$ cat config.mk
export PLATFORM = sky130hd
export DESIGN_NAME = controlUnit
export DESIGN_NICKNAME = d
export VERILOG_FILES = /design/src/cpuControlPkg.sv /design/src/instrDecoder.sv /design/src/controlSequencer.sv /design/src/controlWordGen.sv /design/src/controlUnit.sv
export SDC_FILE = /design/constraint.sdc
export NUM_CORES = 1
export LEC_CHECK = 0
export BUFFER_PORTS_ARGS = -buffer_cell sky130_fd_sc_hd__buf_2
export CAP_MARGIN = 20
export CELL_PAD_IN_SITES_DETAIL_PLACEMENT = 1
export CELL_PAD_IN_SITES_GLOBAL_PLACEMENT = 1
export CORE_UTILIZATION = 39
export CTS_BUF_LIST = sky130_fd_sc_hd__clkbuf_8
export DETAILED_ROUTE_END_ITERATION = 6
export PLACE_DENSITY_LB_ADDON = 0.1
export SLEW_MARGIN = 30
export SYNTH_ARGS = -nofsm -noshare
export SYNTH_HDL_FRONTEND = slang
export SYNTH_SLANG_ARGS = --single-unit
$ cat constraint.sdc
create_clock -name Clock -period 4.05 [get_ports Clock]
set_clock_uncertainty 0.15 [all_clocks]
set_input_delay 0.405 -clock Clock [delete_from_list [all_inputs] [get_ports Clock]]
set_output_delay 0.405 -clock Clock [all_outputs]
set_load 0.1 [all_outputs]
$ cat src/cpuControlPkg.sv
package cpuControlPkg;

    // Major opcodes, bits 31:26 of the instruction
    typedef enum logic [5:0] {
        OpRType = 6'h00,
        OpJ     = 6'h02,
        OpBeq   = 6'h04,
        OpBne   = 6'h05,
        OpBle   = 6'h06,
        OpBgt   = 6'h07,
        OpAddi  = 6'h08,
        OpAddiu = 6'h09,
        OpSlti  = 6'h0a,
        OpLui   = 6'h0f,
        OpLb    = 6'h20,
        OpLh    = 6'h21,
        OpLw    = 6'h23
    } opcodeT;

    // R-type function codes, bits 5:0
    typedef enum logic [5:0] {
        FnJr    = 6'h08,
        FnBreak = 6'h0d,
        FnMfhi  = 6'h10,
        FnMflo  = 6'h12,
        FnRte   = 6'h13,
        FnMult  = 6'h18,
        FnDiv   = 6'h1a,
        FnAdd   = 6'h20,
        FnSub   = 6'h22,
        FnAnd   = 6'h24,
        FnSlt   = 6'h2a
    } functT;

    typedef enum logic [4:0] {
        ClassAdd, ClassAnd, ClassSub, ClassSlt,
        ClassDiv, ClassMult, ClassMfhi, ClassMflo,
        ClassJr, ClassBreak, ClassRte,
        ClassAddi, ClassAddiu, ClassSlti, ClassLui,
        ClassLw, ClassLb, ClassLh,
        ClassBeq, ClassBne, ClassBle, ClassBgt,
        ClassJ,
        ClassIllegal
    } instrClassT;

    typedef enum logic [2:0] {
        StReset,
        StFetch,
        StExec,
        StDivWait,
        StMultWait,
        StTrap
    } ctrlStateT;

    typedef logic [5:0] stepT;
    typedef logic [2:0] aluOpT;
    typedef logic [2:0] pcSrcT;
    typedef logic [3:0] memToRegT;
    typedef logic [2:0] regDstT;

    localparam aluOpT AluPass = 3'd0;
    localparam aluOpT AluAdd  = 3'd1;
    localparam aluOpT AluSub  = 3'd2;
    localparam aluOpT AluAnd  = 3'd3;
    localparam aluOpT AluCmp  = 3'd7;

    localparam pcSrcT PcSrcAlu    = 3'd0;
    localparam pcSrcT PcSrcBranch = 3'd1;
    localparam pcSrcT PcSrcJump   = 3'd2;
    localparam pcSrcT PcSrcEpc    = 3'd3;
    localparam pcSrcT PcSrcTrap   = 3'd4;

    // WbHi shares the load path encoding
    localparam memToRegT WbAlu = 4'd0;
    localparam memToRegT WbMem = 4'd3;
    localparam memToRegT WbHi  = 4'd3;
    localparam memToRegT WbLo  = 4'd4;
    localparam memToRegT WbLui = 4'd6;

    localparam regDstT DstRt = 3'd0;
    localparam regDstT DstRd = 3'd4;

    localparam logic [1:0] SrcBReg    = 2'd0;
    localparam logic [1:0] SrcBFour   = 2'd1;
    localparam logic [1:0] SrcBImm    = 2'd2;
    localparam logic [1:0] SrcBOffset = 2'd3;

    localparam logic [1:0] LsWord = 2'd0;
    localparam logic [1:0] LsByte = 2'd1;
    localparam logic [1:0] LsHalf = 2'd2;

    localparam logic [1:0] IorDData = 2'd2;

    // Phase lengths in cycles
    localparam stepT FetchSteps = 6'd5;
    localparam stepT ExecSteps  = 6'd2;
    localparam stepT DivSteps   = 6'd35;
    localparam stepT MultSteps  = 6'd34;
    localparam stepT SingleStep = 6'd1;

    typedef struct packed {
        pcSrcT      pcSrc;
        logic [1:0] iorD;
        regDstT     regDst;
        memToRegT   memToReg;
        logic       aluSrcA;
        logic [1:0] aluSrcB;
        aluOpT      aluOp;
        logic [1:0] lsControl;
        logic       hiSrc;
        logic       loSrc;
        logic       pcWrite;
        logic       memWr;
        logic       irWrite;
        logic       regWrite;
        logic       aWrite;
        logic       bWrite;
        logic       hiWrite;
        logic       loWrite;
        logic       aluOutWrite;
        logic       epcWrite;
        logic       divControl;
        logic       multControl;
    } ctrlWordT;

    localparam ctrlWordT CtrlIdle = '0;

endpackage

$ cat src/instrDecoder.sv
module instrDecoder (
    input  cpuControlPkg::opcodeT     OpCode,
    input  cpuControlPkg::functT      Funct,
    output cpuControlPkg::instrClassT InstrClass
);
    import cpuControlPkg::*;

    instrClassT rClass;

    // R-type class from the function field
    always_comb begin
        case (Funct)
            FnAdd:   rClass = ClassAdd;
            FnAnd:   rClass = ClassAnd;
            FnSub:   rClass = ClassSub;
            FnSlt:   rClass = ClassSlt;
            FnDiv:   rClass = ClassDiv;
            FnMult:  rClass = ClassMult;
            FnMfhi:  rClass = ClassMfhi;
            FnMflo:  rClass = ClassMflo;
            FnJr:    rClass = ClassJr;
            FnBreak: rClass = ClassBreak;
            FnRte:   rClass = ClassRte;
            default: rClass = ClassIllegal;
        endcase
    end

    always_comb begin
        case (OpCode)
            OpRType: InstrClass = rClass;
            OpAddi:  InstrClass = ClassAddi;
            OpAddiu: InstrClass = ClassAddiu;
            OpSlti:  InstrClass = ClassSlti;
            OpLui:   InstrClass = ClassLui;
            OpLw:    InstrClass = ClassLw;
            OpLb:    InstrClass = ClassLb;
            OpLh:    InstrClass = ClassLh;
            OpBeq:   InstrClass = ClassBeq;
            OpBne:   InstrClass = ClassBne;
            OpBle:   InstrClass = ClassBle;
            OpBgt:   InstrClass = ClassBgt;
            OpJ:     InstrClass = ClassJ;
            default: InstrClass = ClassIllegal;
        endcase
    end

endmodule

$ cat src/controlSequencer.sv
module controlSequencer (
    input  logic                      Clock,
    input  logic                      arstN,
    input  cpuControlPkg::instrClassT InstrClass,
    input  logic                      ExceptionSignal,
    output cpuControlPkg::ctrlStateT  State,
    output cpuControlPkg::stepT       Step,
    output logic                      ResetSignal,
    output logic                      AllowException,
    output logic                      OpcodeError
);
    import cpuControlPkg::*;

    ctrlStateT stateNext;
    stepT      stepNext;
    stepT      stepLimit;
    logic      lastStep;
    logic      overflowTrap;
    logic      illegalTrap;

    // Number of cycles spent in each phase
    always_comb begin
        case (State)
            StFetch:    stepLimit = FetchSteps;
            StExec:     stepLimit = ExecSteps;
            StDivWait:  stepLimit = DivSteps;
            StMultWait: stepLimit = MultSteps;
            default:    stepLimit = SingleStep;
        endcase
    end

    assign lastStep = (Step == stepLimit - 1'b1);

    assign ResetSignal = (State == StReset);

    // Only the signed adds and sub may raise overflow
    assign AllowException = (State == StExec) &&
                            (InstrClass == ClassAdd ||
                             InstrClass == ClassSub ||
                             InstrClass == ClassAddi);

    // Overflow is taken before the write-back step
    assign overflowTrap = AllowException && ExceptionSignal && (Step == '0);

    assign illegalTrap = (State == StFetch) && lastStep && (InstrClass == ClassIllegal);

    always_comb begin
        stateNext = State;
        stepNext  = Step + 1'b1;
        if (lastStep) begin
            stepNext = '0;
            case (State)
                StFetch: begin
                    case (InstrClass)
                        ClassIllegal: stateNext = StTrap;
                        ClassDiv:     stateNext = StDivWait;
                        ClassMult:    stateNext = StMultWait;
                        default:      stateNext = StExec;
                    endcase
                end
                StReset, StExec, StDivWait, StMultWait, StTrap: begin
                    stateNext = StFetch;
                end
                default: begin
                    stateNext = StReset;
                end
            endcase
        end
        if (overflowTrap) begin
            stateNext = StTrap;
            stepNext  = '0;
        end
    end

    always_ff @(posedge Clock or negedge arstN) begin
        if (!arstN) begin
            State       <= StReset;
            Step        <= '0;
            OpcodeError <= 1'b0;
        end else begin
            State       <= stateNext;
            Step        <= stepNext;
            // Flag shows during the trap cycle that follows decode
            OpcodeError <= illegalTrap;
        end
    end

    assert property (@(posedge Clock) disable iff (!arstN) Step < stepLimit)
        else $error("step counter outside the current phase");

    assert property (@(posedge Clock) disable iff (!arstN) OpcodeError |-> State == StTrap)
        else $error("opcode error outside the trap phase");

    // Trap is a single cycle, fetch resumes right after
    assert property (@(posedge Clock) disable iff (!arstN)
                     State == StTrap |=> State == StFetch && Step == '0)
        else $error("trap phase did not return to fetch");

endmodule

$ cat src/controlWordGen.sv
module controlWordGen (
    input  cpuControlPkg::ctrlStateT  State,
    input  cpuControlPkg::stepT       Step,
    input  cpuControlPkg::instrClassT InstrClass,
    input  logic                      Gt,
    input  logic                      Eq,
    output cpuControlPkg::ctrlWordT   Ctrl
);
    import cpuControlPkg::*;

    logic       firstStep;
    logic       taken;
    aluOpT      arithOp;
    logic [1:0] loadSize;

    assign firstStep = (Step == '0);

    // Branch decision from the compare flags
    always_comb begin
        case (InstrClass)
            ClassBeq: taken = Eq;
            ClassBne: taken = !Eq;
            ClassBle: taken = !Gt;
            ClassBgt: taken = Gt;
            default:  taken = 1'b0;
        endcase
    end

    always_comb begin
        case (InstrClass)
            ClassAdd, ClassAddi, ClassAddiu: arithOp = AluAdd;
            ClassAnd:                        arithOp = AluAnd;
            ClassSub:                        arithOp = AluSub;
            ClassSlt, ClassSlti:             arithOp = AluCmp;
            default:                         arithOp = AluPass;
        endcase
        case (InstrClass)
            ClassLb: loadSize = LsByte;
            ClassLh: loadSize = LsHalf;
            default: loadSize = LsWord;
        endcase
    end

    always_comb begin
        Ctrl = CtrlIdle;
        case (State)
            StFetch: begin
                // PC + 4 computed through steps 0 to 2
                if (Step < 6'd3) begin
                    Ctrl.aluSrcB = SrcBFour;
                    Ctrl.aluOp   = AluAdd;
                end
                Ctrl.pcWrite = (Step == 6'd2);
                Ctrl.irWrite = (Step == 6'd2);
                Ctrl.aWrite  = (Step == 6'd3);
                Ctrl.bWrite  = (Step == 6'd3);
            end
            StExec: begin
                case (InstrClass)
                    ClassAdd, ClassAnd, ClassSub, ClassSlt,
                    ClassAddi, ClassAddiu, ClassSlti: begin
                        Ctrl.aluSrcA     = 1'b1;
                        Ctrl.aluOp       = arithOp;
                        Ctrl.memToReg    = WbAlu;
                        Ctrl.aluOutWrite = firstStep;
                        Ctrl.regWrite    = !firstStep;
                        if (InstrClass == ClassAddi || InstrClass == ClassAddiu ||
                            InstrClass == ClassSlti) begin
                            Ctrl.aluSrcB = SrcBImm;
                            Ctrl.regDst  = DstRt;
                        end else begin
                            Ctrl.aluSrcB = SrcBReg;
                            Ctrl.regDst  = DstRd;
                        end
                    end
                    ClassLui: begin
                        Ctrl.regDst   = DstRt;
                        Ctrl.memToReg = WbLui;
                        Ctrl.regWrite = !firstStep;
                    end
                    ClassMfhi, ClassMflo: begin
                        Ctrl.regDst   = DstRd;
                        Ctrl.memToReg = (InstrClass == ClassMfhi) ? WbHi : WbLo;
                        Ctrl.regWrite = !firstStep;
                    end
                    ClassLw, ClassLb, ClassLh: begin
                        Ctrl.aluSrcA   = 1'b1;
                        Ctrl.aluSrcB   = SrcBOffset;
                        Ctrl.aluOp     = AluAdd;
                        Ctrl.iorD      = IorDData;
                        Ctrl.lsControl = loadSize;
                        Ctrl.memToReg  = WbMem;
                        Ctrl.regDst    = DstRt;
                        Ctrl.regWrite  = !firstStep;
                    end
                    ClassJr: begin
                        Ctrl.aluSrcA = 1'b1;
                        Ctrl.aluOp   = AluPass;
                        Ctrl.pcSrc   = PcSrcAlu;
                        Ctrl.pcWrite = firstStep;
                    end
                    ClassBreak: begin
                        // Step the PC back onto the break itself
                        Ctrl.aluSrcB = SrcBFour;
                        Ctrl.aluOp   = AluSub;
                        Ctrl.pcSrc   = PcSrcAlu;
                        Ctrl.pcWrite = firstStep;
                    end
                    ClassRte: begin
                        Ctrl.pcSrc    = PcSrcEpc;
                        Ctrl.epcWrite = firstStep;
                    end
                    ClassJ: begin
                        Ctrl.pcSrc   = PcSrcJump;
                        Ctrl.pcWrite = firstStep;
                    end
                    ClassBeq, ClassBne, ClassBle, ClassBgt: begin
                        if (firstStep) begin
                            Ctrl.aluSrcA = 1'b1;
                            Ctrl.aluSrcB = SrcBReg;
                            Ctrl.aluOp   = AluCmp;
                            Ctrl.pcSrc   = PcSrcBranch;
                            Ctrl.pcWrite = taken;
                        end
                    end
                    default: begin
                    end
                endcase
            end
            StDivWait: begin
                if (Step < DivSteps - 1'b1) begin
                    Ctrl.divControl = 1'b1;
                end else begin
                    Ctrl.hiSrc   = 1'b1;
                    Ctrl.loSrc   = 1'b1;
                    Ctrl.hiWrite = 1'b1;
                    Ctrl.loWrite = 1'b1;
                end
            end
            StMultWait: begin
                if (Step < MultSteps - 1'b1) begin
                    Ctrl.multControl = 1'b1;
                end else begin
                    Ctrl.hiWrite = 1'b1;
                    Ctrl.loWrite = 1'b1;
                end
            end
            StTrap: begin
                Ctrl.pcSrc    = PcSrcTrap;
                Ctrl.pcWrite  = 1'b1;
                Ctrl.epcWrite = 1'b1;
            end
            default: begin
            end
        endcase
    end

endmodule

$ cat src/controlUnit.sv
module controlUnit (
    input  logic                    Clock,
    input  logic                    arstN,
    input  logic                    Gt,
    input  logic                    Lt,
    input  logic                    Eq,
    input  logic                    Zero,
    input  cpuControlPkg::opcodeT   OpCode,
    input  cpuControlPkg::functT    Funct,
    input  logic                    ExceptionSignal,
    output cpuControlPkg::ctrlWordT Ctrl,
    output logic                    ResetSignal,
    output logic                    AllowException,
    output logic                    OpcodeError
);
    import cpuControlPkg::*;

    instrClassT InstrClass;
    ctrlStateT  State;
    stepT       Step;

    instrDecoder i_instrDecoder (
        .OpCode     (OpCode),
        .Funct      (Funct),
        .InstrClass (InstrClass)
    );

    controlSequencer i_controlSequencer (
        .Clock           (Clock),
        .arstN           (arstN),
        .InstrClass      (InstrClass),
        .ExceptionSignal (ExceptionSignal),
        .State           (State),
        .Step            (Step),
        .ResetSignal     (ResetSignal),
        .AllowException  (AllowException),
        .OpcodeError     (OpcodeError)
    );

    // Lt and Zero go to the datapath, no kept instruction needs them
    controlWordGen i_controlWordGen (
        .State      (State),
        .Step       (Step),
        .InstrClass (InstrClass),
        .Gt         (Gt),
        .Eq         (Eq),
        .Ctrl       (Ctrl)
    );

endmodule

# Yosys cells after proc, flatten, opt, wreduce, memory -nomap -nowiden
# Cells that the tools add are included.
[classes]
n_addsub = 2
multipliers = 0
div_mod_pow = 0
n_lt_le_gt_ge = 3
eq_ne = 54
shift = 0
n_mux = 48
bitwise = 0
n_reduce_logical = 27
[ops]
columns = ["cell", "n"]
rows = [
  ["$pmux 5 s13", 1],
  ["$pmux 5 s11", 1],
  ["$eq 6x6->1 const B", 7],
  ["$eq 5x4->1 const B", 8],
  ["$eq 5x5->1 const B", 8],
  ["$eq 6x4->1 const B", 6],
  ["$eq 6x5->1 const B", 5],
  ["$pmux 7 s4", 1],
  ["$eq 6x3->1 const B", 4],
  ["$pmux 3 s4", 2],
  ["$pmux 6 s4", 1],
  ["$eq 5x3->1 const B", 4],
  ["$eq 6x2->1 const B", 3],
  ["$mux 6", 3],
  ["$pmux 3 s3", 2],
  ["$mux 2", 8],
  ["$reduce_or 13->1", 1],
  ["$logic_not 6->1", 2],
  ["$lt 6x6->1 const B", 2],
  ["$mux 1", 12],
  ["$mux 3", 4],
  ["$pmux 3 s2", 2],
  ["$reduce_or 11->1", 1],
  ["$eq 5x2->1 const B", 2],
  ["other kinds (27)", 44],
]
[totals]
register_bits = 10
latchBits = 0
mem_bits_rw = 0
romBits = 0
output_inout_bits = 37
word_cells = 137
n_memories = 0

# Logic depth before layout (Yosys ltp)
[depth]
ltp_word = 10
ltp_mapped = 11
depth_no_buf = 10

# By module
# A second synthesis with hierarchy kept.
[hier_totals]
hier_cells = 278
hier_area_um2 = 1901.8
[by_module_without_submodules]
columns = ["mod", "n_inst", "cells_each", "area_each_um2"]
rows = [
  ["controlWordGen", 1, 127, 748.2],
  ["controlSequencer", 1, 78, 693.2],
  ["instrDecoder", 1, 73, 460.4],
]

# Least setup slack after synthesis
# Ideal clock, no wire load.
[synth_path]
kind = "register -> output"
start = "register i_controlSequencer.State[1]"
end = "output port Ctrl[19] in the netlist's numbering"
arrival_time_ps = 3425
path_slack_ps = 70
stages_incl_launch_ff = 5
n_path_buf = 1
path_cell_list = "dfrtp_1 clkbuf_1 or3b_1 or3_1 o21ai_0"
[synth_lines]
columns = ["element", "line_no", "rtl"]
rows = [
  ["from (decl)", "controlSequencer.sv:6", "output cpuControlPkg::ctrlStateT State,"],
  ["from (signal assigned)", "controlSequencer.sv:77", "State <= StReset;"],
  ["from (signal assigned)", "controlSequencer.sv:81", "State <= stateNext;"],
  ["to (decl)", "controlUnit.sv:11", "output cpuControlPkg::ctrlWordT Ctrl,"],
]

==> impl_metrics.tcl <==
set metrics [dict create \
    status "complete, no violations" \
    arrival_ns 3.03 \
    crit_path_max_fanout 6 \
    synth_edf_count 0 \
    cts_tree "done" \
    grt_use_total_pct 23.6 \
    initial_utilization_pct 41.3 \
    via_per_inst 5.69 \
    cpPeakStageDelay_ns 0.54 \
    leakagePower_nw 0.932 \
    dp.final_hpwl_mm 4.90 \
    clock_path_buffers 2 \
    synthArstFlopShare_pct 100 \
    syn_area_um2 2000 \
    critical_path_required_ns 3.49 \
    netlist_top_cells_area "dfrtp_1, nor2_1, buf_4, a21oi_1, ha_1" \
    cts_made_buffers 3 \
    finalCriticalPeriod_ns 3.58 \
    end_kind "primary output" \
    ys_seq_area_share_pct 12.5 \
    post-route-util_pct 46.0 \
    antenna_left 0 \
    dieWidth_um 73.7 \
    final_layout_size_suffix_gt1_share_pct 26.1 \
    maxSlewHeadroom_pct 58.9 \
    die_h_um 73.7 \
    startpoint "i_controlSequencer.Step[2]" \
    grt_pass1_wl_mm 9.97 \
    synthFlopType "dfrtp_1" \
    vias 2129 \
    drc 0 \
    cts_hold_buf 1 \
    path_cells "or3_1 -> nor3b_1 -> a22oi_1 -> nor3_1 -> o21ai_0 -> a21oi_1 -> buf_2" \
    worstSetupPathType "flip-flop to primary output" \
    design_area_um2 2230 \
    cts_resized 0 \
    wl_mm 6.19 \
    avgSynthCellArea_um2 7.26 \
    grt_max_degree 20 \
    io-pin-count 56 \
    yosys.area.top_type "dfrtp_1" \
    r2r_start "i_controlSequencer.State[2]" \
    drv_cap 0 \
    path_buf_inv 1 \
    rsz0062_at_grt "no" \
    fin_cells 374 \
    synth_largest_type_area_fraction_pct 12.5 \
    finalHoldViolations 0 \
    synth_cell_types 74 \
    hold_path_class "primary input to async pin" \
    gp_congestion 0.851 \
    path_clk_slew_ns 0.05 \
    core_um2 4850 \
    area_delta_synth_final_pct 11.2 \
    ys_ff_latch 10 \
    yosys_warnings 0 \
    vdd_ir_drop_max_mv 0.300 \
    grt_pass1_vias 1978 \
    layout.nets 333 \
    slew_viol_final 0 \
    finalCritPeriodShare_pct 88.5 \
    antenna_cells 0 \
    dr.pass1.iters 4 \
    root_buffer "clkbuf_8" \
    start_kind "flip-flop" \
    setup_tns_ns 0 \
    design.die.area_um2 5430 \
    std_cell_rows 25 \
    mostFrequentLayoutCells "buf_2, nor2_1, nand2_1" \
    worstMarginPinSlew_ns 0.615 \
    hold_ws_ns 0.407 \
    postPlaceCellArea_um2 2160 \
    clkSinkCount 10 \
    wl_per_cell_um 16.5 \
    cpLargestDelayFamily "simple AND/OR/NAND/NOR gates" \
    drt_iter0_markers 136 \
    clock.fmax_mhz 279 \
    clk_latency_ns 0.24 \
    port_buffers 48 \
    power_density_nw_per_um2 507 \
    setup_viol 0 \
    synth_cells 276 \
    cts_max_level 1 \
    antenna_found_initial 0 \
    place_inst 369 \
    worst_path_max_delay_cell "nor3b_1" \
    final_common_cell "buf_2" \
    overflow 0 \
    cts_setup_buffers 0 \
]
-- kinds of logic after synthesis --
family / after synthesis / synth area share (%)
and+or+nand+nor: 133 / 36.2
AOI/OAI and AO/OA: 77 / 29.3
buffers and inverters: 34 / 10.4
xor gates and xnor gates: 13 / 6.62
DFF: 10 / 12.5
adders and majority gates: 6 / 3.75
muxes: 2 / 1.06
other: 1 / 0.187
-- final timing paths --
kind	to	slack, ns	depth (start not counted)
max in group asynchronous	i_controlSequencer.Step[1]	3.13	2
worst min-delay path	i_controlSequencer.State[1]	0.41	2
worst max register to register	i_controlSequencer.State[0]	0.77	9
worst max-delay path	Ctrl[18]	0.47	7
worst min register to register	i_controlSequencer.Step[0]	0.41	1
min in group Clock	i_controlSequencer.Step[0]	0.41	1
-- layer usage --
metal  GRT usage, %  routed length (um)  vias up  part of all wire (%)
li1               -                   -     1052                     -
met1           34.5                3150     1037                    51
met2           37.8                2850       38                    46
met3           3.29                 177        2                   2.9
met4           1.92                  10        0                  0.16
met5              0                   0        -                     0
-- flip-flops by register name, summed over array words and instances (netlist names) --
name                            count
i_controlSequencer.State            3
i_controlSequencer.Step             6
i_controlSequencer.OpcodeError      1
-- synthesized netlist by cell type (all sizes together) (2+ instances only) --
library cell,n
nand2b,9
a311oi,2
ha,6
nor2b,4
or3,4
nand2,17
o32ai,2
o22ai,3
inv,8
nor3,15
buf,21
a21oi,18
dfrtp,10
and3,4
and2,6
xnor2,8
nor2,39
o21ai,15
xor2,5
a211oi,4
nor3b,4
o211ai,2
a31oi,2
a21boi,2
or3b,3
nand3b,5
a21bo,3
nor4,3
a22oi,2
a21o,5
a211o,2
clkbuf,5
and4bb,2
nand4bb,2
nand3,11
o21a,5
-- report_power, final --
group	switching (mW)	internal, mW
combinational	0.556	0.213
sequential	0.0863	0.144
clock	0.0467	0.0860
total	0.689	0.443
-- through the flow --
step,setup WS [ns],power (mW)
5_1_grt,0.231,1.21
2_1_floorplan,0.0698,0.872
4_1_cts,0.521,1.13
6_report,0.466,1.13
3_3_place_gp,0.557,0.976
3_5_place_dp,0.538,0.996
-- layout make-up --
cell class | count | area, um^2
tap | 67 | 83.8
fill | 644 | 2620
clock buffer | 4 | 55.1
inverter | 8 | 30.0
sequential | 10 | 250
timing repair buffer | 49 | 250
multi-input combinational | 236 | 1560
Power figures use the tool's default switching activity.
